<file path="src/cfu_pkg.sv">
`default_nettype none

package cfu_pkg;

  //////////////////////////////////////////////////
  // command encoding
  //////////////////////////////////////////////////

  // function id is funct7 over funct3
  localparam int FUNCTION_ID_WIDTH = 10;
  localparam int FUNCT3_WIDTH      = 3;
  localparam int FUNCT7_WIDTH      = 7;

  // operand and result width
  localparam int XLEN = 32;
  typedef logic [XLEN-1:0] xlen_t;

  // funct3 opcodes that are decoded, anything else answers zero
  localparam logic [FUNCT3_WIDTH-1:0] OP_BYTE_ADD    = 3'd0;
  localparam logic [FUNCT3_WIDTH-1:0] OP_INSTR_WRITE = 3'd3;
  localparam logic [FUNCT3_WIDTH-1:0] OP_INSTR_READ  = 3'd4;
  localparam logic [FUNCT3_WIDTH-1:0] OP_BANK_WRITE  = 3'd5;
  localparam logic [FUNCT3_WIDTH-1:0] OP_BANK_READ   = 3'd6;

  // returned for every write
  localparam xlen_t ACK_WORD = '1;

  //////////////////////////////////////////////////
  // instruction memory
  //////////////////////////////////////////////////
  localparam int INSTR_AWIDTH = 9;
  localparam int INSTR_DEPTH  = 512;
  typedef logic [31:0] instr_word_t;

  //////////////////////////////////////////////////
  // data banks
  //////////////////////////////////////////////////

  // 32 bit word plus one extra byte per row
  localparam int BANK_WORD_WIDTH = 40;
  localparam int BANK_BYTE_WIDTH = 8;
  typedef logic [BANK_WORD_WIDTH-1:0] bank_word_t;

  localparam int BANK_ROW_AWIDTH = 9;
  localparam int BANK_DEPTH      = 512;
  localparam int NUM_BANKS       = 4;
  localparam int BANK_SEL_WIDTH  = 2;
  // bank select sits above the row bits
  typedef logic [BANK_SEL_WIDTH+BANK_ROW_AWIDTH-1:0] bank_addr_t;

  // write address lives in operand 1, above the data byte
  localparam int BANK_WR_ADDR_LSB = 8;

endpackage

`default_nettype wire

</file>
<file path="src/cmd_sequencer.sv">
`timescale 1ns/100ps
`default_nettype none

module cmd_sequencer (
  input  logic                                  clk,
  input  logic                                  resetn,
  // command channel
  input  logic                                  cmd_valid,
  output logic                                  cmd_ready,
  input  logic [cfu_pkg::FUNCTION_ID_WIDTH-1:0] cmd_function_id,
  input  cfu_pkg::xlen_t                        cmd_input_0,
  input  cfu_pkg::xlen_t                        cmd_input_1,
  // response channel
  output logic                                  rsp_valid,
  input  logic                                  rsp_ready,
  output cfu_pkg::xlen_t                        rsp_output,
  // instruction memory
  output logic [cfu_pkg::INSTR_AWIDTH-1:0]      instr_addr,
  output logic                                  instr_wr_en,
  output cfu_pkg::instr_word_t                  instr_wr_data,
  input  cfu_pkg::instr_word_t                  instr_rd_data,
  // data banks
  output cfu_pkg::bank_addr_t                   bank_addr,
  output logic                                  bank_wr_en,
  output cfu_pkg::xlen_t                        bank_wr_word,
  output logic [cfu_pkg::BANK_BYTE_WIDTH-1:0]   bank_wr_byte,
  input  cfu_pkg::xlen_t                        bank_rd_word,
  input  logic [cfu_pkg::BANK_BYTE_WIDTH-1:0]   bank_rd_byte
);

  import cfu_pkg::*;

  typedef enum logic [1:0] {
    ST_IDLE,
    ST_ISSUE,
    ST_FETCH,
    ST_RESPOND
  } state_t;

  state_t state;

  // captured command
  logic [FUNCT3_WIDTH-1:0] funct3_q;
  logic [FUNCT7_WIDTH-1:0] funct7_q;
  xlen_t                   op0_q;
  xlen_t                   op1_q;

  logic                    cmd_fire;
  logic                    rsp_fire;
  logic                    is_read;
  logic [BANK_BYTE_WIDTH:0] byte_sum;
  xlen_t                   result;

  assign cmd_fire = cmd_valid && cmd_ready;
  assign rsp_fire = rsp_valid && rsp_ready;

  // reads need one more cycle for the memory output
  assign is_read = (funct3_q == OP_INSTR_READ) || (funct3_q == OP_BANK_READ);

  //////////////////////////////////////////////////
  // control FSM
  //////////////////////////////////////////////////

  // idle    -> wait for a command
  // issue   -> addresses and strobes go out
  // fetch   -> memory busy reading
  // respond -> load result, then hold until taken
  always_ff @(posedge clk) begin
    if (!resetn) begin
      state       <= ST_IDLE;
      cmd_ready   <= 1'b1;
      rsp_valid   <= 1'b0;
      instr_wr_en <= 1'b0;
      bank_wr_en  <= 1'b0;
    end else begin
      // write strobes are single cycle pulses
      instr_wr_en <= 1'b0;
      bank_wr_en  <= 1'b0;
      case (state)
        ST_IDLE: begin
          if (cmd_fire) begin
            cmd_ready <= 1'b0;
            state     <= ST_ISSUE;
          end
        end
        ST_ISSUE: begin
          instr_wr_en <= (funct3_q == OP_INSTR_WRITE);
          bank_wr_en  <= (funct3_q == OP_BANK_WRITE);
          state       <= is_read ? ST_FETCH : ST_RESPOND;
        end
        ST_FETCH: begin
          state <= ST_RESPOND;
        end
        ST_RESPOND: begin
          // first cycle raises valid, then wait for the taker
          if (!rsp_valid) begin
            rsp_valid <= 1'b1;
          end else if (rsp_ready) begin
            rsp_valid <= 1'b0;
            cmd_ready <= 1'b1;
            state     <= ST_IDLE;
          end
        end
        default: begin
          state <= ST_IDLE;
        end
      endcase
    end
  end

  //////////////////////////////////////////////////
  // datapath registers
  //////////////////////////////////////////////////

  always_ff @(posedge clk) begin
    // capture operands and split the function id
    if (state == ST_IDLE && cmd_fire) begin
      funct3_q <= cmd_function_id[FUNCT3_WIDTH-1:0];
      funct7_q <= cmd_function_id[FUNCTION_ID_WIDTH-1:FUNCT3_WIDTH];
      op0_q    <= cmd_input_0;
      op1_q    <= cmd_input_1;
    end
    // memory side, addresses come from the captured operands
    if (state == ST_ISSUE) begin
      instr_addr    <= op0_q[INSTR_AWIDTH-1:0];
      instr_wr_data <= op1_q;
      bank_wr_word  <= op0_q;
      bank_wr_byte  <= op1_q[BANK_BYTE_WIDTH-1:0];
      // writes take the address from operand 1, reads from operand 0
      if (funct3_q == OP_BANK_WRITE) begin
        bank_addr <= op1_q[BANK_WR_ADDR_LSB +: $bits(bank_addr_t)];
      end else begin
        bank_addr <= op0_q[$bits(bank_addr_t)-1:0];
      end
    end
    // result is loaded once and held while valid is up
    if (state == ST_RESPOND && !rsp_valid) begin
      rsp_output <= result;
    end
  end

  //////////////////////////////////////////////////
  // result select
  //////////////////////////////////////////////////

  // nine bit sum keeps the carry
  assign byte_sum = op0_q[BANK_BYTE_WIDTH-1:0] + op1_q[BANK_BYTE_WIDTH-1:0];

  always_comb begin
    result = '0;
    case (funct3_q)
      OP_BYTE_ADD: begin
        result = XLEN'(byte_sum);
      end
      OP_INSTR_WRITE, OP_BANK_WRITE: begin
        result = ACK_WORD;
      end
      OP_INSTR_READ: begin
        result = instr_rd_data;
      end
      OP_BANK_READ: begin
        // funct7 picks the word part or the byte part
        if (funct7_q == FUNCT7_WIDTH'(0)) begin
          result = bank_rd_word;
        end else if (funct7_q == FUNCT7_WIDTH'(1)) begin
          result = XLEN'(bank_rd_byte);
        end
      end
      default: begin
        result = '0;
      end
    endcase
  end

endmodule

`default_nettype wire

</file>
<file path="config.mk">
export PLATFORM = sky130hd
export DESIGN_NAME = cmd_sequencer
export DESIGN_NICKNAME = d
export VERILOG_FILES = /design/src/cfu_pkg.sv /design/src/cmd_sequencer.sv
export SDC_FILE = /design/constraint.sdc
export NUM_CORES = 1
export LEC_CHECK = 0
export ABC_CLOCK_PERIOD_IN_PS = 3750
export BUFFER_PORTS_ARGS = -buffer_cell sky130_fd_sc_hd__buf_2
export CAP_MARGIN = 30
export CORE_MARGIN = 2
export CORE_UTILIZATION = 48
export CTS_CLUSTER_SIZE = 10
export DETAILED_ROUTE_END_ITERATION = 10
export PLACE_DENSITY = 0.8
export SYNTH_ARGS = -nofsm -noshare
export SYNTH_HDL_FRONTEND = slang
export SYNTH_SLANG_ARGS = --single-unit
export TNS_END_PERCENT = 30
</file>
<file path="constraint.sdc">
create_clock -name clk -period 3.75 [get_ports clk]
set_clock_uncertainty 0.05 [all_clocks]
set_input_delay 0.375 -clock clk [delete_from_list [all_inputs] [get_ports clk]]
set_output_delay 0.375 -clock clk [all_outputs]
set_load 0.1 [all_outputs]
</file>
* After elaboration in Yosys (flattened, before gate mapping) *
Index checks and enable logic that the tools add are counted.

word-level totals
  logic and storage cells = 55
  bits in latches = 0
  output and inout bits = 128
  input bits = 150
  memory bits (writable) = 0
  register bits = 204
  memories = 0
  memory bits (read-only) = 0

operators by class
  equality and inequality tests = 11
  reductions and logical operators = 13
  multipliers = 0
  multiplexer cells = 15
  $lt $le $gt $ge = 0
  shift-type cells = 0
  bitwise operators = 0
  div/mod/pow operators = 0
  add/subtract/negate cells = 1

operator list
  cell                  count
  $pmux W32 S4          1
  $mux W32              1
  $mux W11              1
  $add A8 B8 Y9         1
  $eq A3 B3 Y1 const B  3
  $mux W8               1
  $pmux W2 S4           1
  $eq A7 B1 Y1 const B  1
  $logic_not A7 Y1      1
  $mux W1               6
  $mux W2               3
  $ne A2 B2 Y1 const B  3
  $eq A2 B2 Y1 const B  2
  $reduce_and A4 Y1     1
  $eq A3 B2 Y1 const B  1
  $logic_and A1 B1 Y1   3
  $logic_not A3 Y1      1
  $reduce_and A3 Y1     1
  $eq A2 B1 Y1 const B  1
  $logic_not A2 Y1      1
  $pmux W1 S2           1
  $reduce_and A2 Y1     1
  $reduce_bool A2 Y1    1
  $reduce_or A2 Y1      1
  other kinds (2)       2

* Depth between registers and ports, before layout *
  depth after elaboration = 4
  depth in mapped cells = 8
  mapped depth without buffers = 8

* Worst setup path after synthesis *
OpenSTA, ideal clock, no wires.

  path kind = reg2reg
  start = register cmd_ready
  end = register funct3_q[0] (enable)
  arrival time = 2902 ps
  path buffers = 0
  setup slack = 357 ps
  data required time = 3259 ps
  clock period less this slack = 3393 ps
  stages on the path, launching flop included = 2
  library setup time = 441 ps
  cell sequence = dfxtp_1 and3_1

between the ends
  longest elaborated chain between the ends = 2

RTL lines
  element                 line                  text
  start, declared         cmd_sequencer.sv:9    output logic cmd_ready,
  start signal, assigned  cmd_sequencer.sv:71   cmd_ready <= 1'b1;
  start signal, assigned  cmd_sequencer.sv:82   cmd_ready <= 1'b0;
  start signal, assigned  cmd_sequencer.sv:100  cmd_ready <= 1'b1;
  $logic_and A1 B1 Y1     cmd_sequencer.sv:54   assign cmd_fire = cmd_valid && cmd_ready;
  $logic_and A1 B1 Y1     cmd_sequencer.sv:117  if (state == ST_IDLE && cmd_fire) begin
  end signal, assigned    cmd_sequencer.sv:118  funct3_q <= cmd_function_id[FUNCT3_WIDTH-1:0];
  end, declared           cmd_sequencer.sv:43   logic [FUNCT3_WIDTH-1:0] funct3_q;

No other way between the ends.
A chain may end at the register's enable or synchronous reset.

* Worst setup path in the final report *
  start = register funct3_q[2]
  end = register rsp_output[26] (data pin)

between the ends
  longest elaborated chain between the ends = 3
  elaborated cells on any way between the ends = 7
  classes of those cells = eq/ne (4); mux (1); reduce/logical (2)

RTL lines
  element                                              line                  text
  $eq A3 B2 Y1 / $eq A3 B3 Y1 (equally long branches)  cmd_sequencer.sv:151  case (funct3_q)
  $reduce_or A2 Y1                                     cmd_sequencer.sv:151
  $pmux W32 S4 (*)                                     cmd_sequencer.sv:151
  named net result[26]                                 cmd_sequencer.sv:52   xlen_t result;
  end signal, assigned                                 cmd_sequencer.sv:138  rsp_output <= result;
  end, declared                                        cmd_sequencer.sv:16   output cfu_pkg::xlen_t rsp_output,

Mark *: on every way through the listed nets, which the timed path passes. The rest lies on a longest branch.

==> run summary <==
Hold Path Class - primary input to register
# diodes - 0
Crit path cell chain - nor2b_1, nand4_2, nor2_2, a221o_1
Peak supply drop - 0.718 mV
CTS Sinks - 187
Worst Max-Slew Pin Slew - 988 ps
Worst Path Required - 3990 ps
Sw frac - 47.4%
TNS Setup - 0 ps
Worst Setup Start Kind - register
Clock Latency Late Sink - 430 ps
IO buf count - 277
Gate power share - 42.1%
Post-synth EDFFs - 181
Area share of the largest cell type after synthesis - 78.1%
Setup WS post-layout - 1180 ps
Crit Path Class - register to register
H-tree depth - 4
Grt total ovfl - 0
Final Hold Vio Count - 0
Top FF cell, synth - edfxtp_1
WP data arrival - 2810 ps
# Post-CTS Setup Buffers - 0
CP Max Fanout - 24
Top cells by area in the synthesized netlist - edfxtp_1 78%, a221o_1 3.3%, buf_4 2.0%
CP peak stage delay - 860 ps
Initial antenna violation count - 0
DR iter-0 viols - 218
RSZ-0062 raised after global routing - no
GP Congestion - 0.863
Top Family by Delay on Critical Path - simple AND/OR/NAND/NOR gates
Post-route ant nets - 0
Core box area - 14400 sq um
Ys Warns - 0
Post-CTS Hold Buffers - 0
Maximum clock insertion buffer count - 2
Mapped Cells - 370
Pre-CTS setup slack - 1200 ps
Vias in the first global route - 4515
Pwr dens - 932 nW/um^2
Worst rel slew slack - 34.1%
Die width - 124 um
Max_cap viols - 0
Synth cell types - 42
Synthesis-stage register bit count - 187
Status - finished, final reports clean
Mapped Area - 6960 sq um
Drt pass-1 iters - 4
TritonCTS Buffers - 17
Synthesized net count - 532
Crit end category - register
Die height - 124 um
Setup Viol. Count Final - 0
Worst-path clk slew - 70 ps
Clock share of power - 20.7%
Async SR Flop Fraction - 0%
Num rows - 44
Routed len/inst - 19.4 um
Yosys top cell by area - edfxtp_1
DR vias/cell - 5.20
Final Net Count - 802
Top achievable clock speed - 0.389 GHz
IO Count - 278
First-pass GRT wire length - 24400 um
Post-route DRC - 0
Layout fillers - 1040
GRT Total Usage - 20.9%
P_int - 0.00445 W
Layout Area Growth over Synthesis - 30.3%
Initial core utilization - 48.5%
Slew Viols, Final - 0
Total Routed Length - 16200 um
Cts repair resizes - 0
Clock Root Buffer - clkbuf_16
Slowest-stage cell, CP - nor2_2
Sequential share of the synthesized area - 79.8%
Post-layout min period - 2570 ps
Synthesized area per cell - 18.8 sq um
Part of the cycle the worst path needs - 68.5%
DIE AREA - 15500 sq um
Share of layout cells above drive strength 1 - 50.5%
NetSw - 0.00401 W
Leak pwr - 3.66 nW
Via Count - 4355
DP HPWL - 11600 um
Buf+Inv Stages, Crit Path - 0
Sequential Power Share - 37.2%
Largest net degree at the start of global routing - 78
CTS tree - done
cell usage in the layout, fill, tap and decap left out, types with 2 or more instances in the layout:
master	instances
o32ai_1	2
nor2b_4	2
edfxtp_1	181
a21oi_1	6
a32oi_1	2
a21o_1	2
nor3_1	5
a211oi_1	3
inv_6	4
o41ai_1	2
nor2_1	13
a221o_1	23
clkbuf_16	17
ha_1	10
nand2_1	8
clkinv_8	3
buf_2	277
o21ai_0	9
o221ai_1	4
o21a_1	3
mux2i_1	10
inv_1	8
o31a_1	2
buf_16	2
a22oi_1	4
clkinvlp_4	2
mux2_2	12
dfxtp_1	6
nor2b_1	5
a31oi_1	2
layer usage:
metal | GRT usage [%] | vias to the layer above | part of all wire (%) | wire length (um)
li1 | - | 2026 | - | -
met1 | 25.2 | 2064 | 40 | 6530
met2 | 34.8 | 242 | 49 | 7910
met3 | 7.39 | 23 | 8.8 | 1430
met4 | 8.13 | 0 | 2.1 | 337
met5 | 0 | - | 0 | 0
cells in the mapped netlist, drive strengths merged, types with 3 or more instances:
cell	count
a211oi	3
a21oi	6
a221o	23
a22oi	4
buf	25
clkbuf	4
dfxtp	6
edfxtp	181
ha	11
inv	8
mux2	12
mux2i	10
nand2	8
nor2	14
nor2b	7
nor3	5
o21a	3
o21ai	9
o221ai	5
stage by stage:
step	power, W	hold slack (ps)	area, sq um	utilization [%]	cells
after detailed placement	0.00672	355	8430	58.7	803
after CTS	0.00847	48.3	9020	62.7	835
after global routing	0.00873	43.9	9070	63.1	837
after global placement	0.00666	351	8430	58.7	803
final	0.00846	67.7	9070	63.1	837
after floorplan	0.00615	350	6960	-	370
cell families after synthesis:
group | synth area share [%]
buffers and inverters | 3.13
multiplexers | 3.38
adder cells (fa/ha/maj) | 2.26
XOR/XNOR | 0.126
AND/OR/NAND/NOR | 3.11
AO/OA/AOI/OAI | 8.21
flip-flops | 79.8
power by group through the flow:
stage | Sequential (W) | Combinational [W] | Clock, W
after CTS | 0.00317 | 0.00352 | 0.00179
after global routing | 0.00320 | 0.00369 | 0.00185
final | 0.00315 | 0.00356 | 0.00175
after floorplan | 0.00509 | 0.00105 | 0
after global placement | 0.00318 | 0.00348 | 0
after detailed placement | 0.00320 | 0.00351 | 0
registers in the layout (all words and copies together), names as in the netlist, 7 cells and up:
signal,cells
funct7_q,7
op1_q,32
rsp_output,32
instr_addr,8
bank_addr,11
bank_wr_word,24
instr_wr_data,32
op0_q,32
cell type report:
type | count | area, sq um | share of cell area, %
tap | 184 | 230 | 2.54
timing repair buffer | 280 | 1450 | 16.0
clock buffer | 18 | 429 | 4.73
multi-input combinational | 146 | 1220 | 13.4
clock inverter | 14 | 158 | 1.74
sequential | 187 | 5560 | 61.2
inverter | 8 | 30.0 | 0.331
worst register-to-register path, cell delays in order, from the launching register on:
cell      delay [ps]
edfxtp_1         660
nor2b_1          270
nand4_2          290
nor2_2           860
a221o_1          310
worst paths after layout:
kind                    from               end  slack [ps]  depth (start not counted)
max              funct3_q[2]    rsp_output[26]        1180                          4
min          cmd_input_0[28]         op0_q[28]          70                          1
max reg2reg      funct3_q[2]    rsp_output[26]        1180                          4
min reg2reg        op0_q[12]  bank_wr_word[12]         370                          0
(Power assumes the default switching activity.)
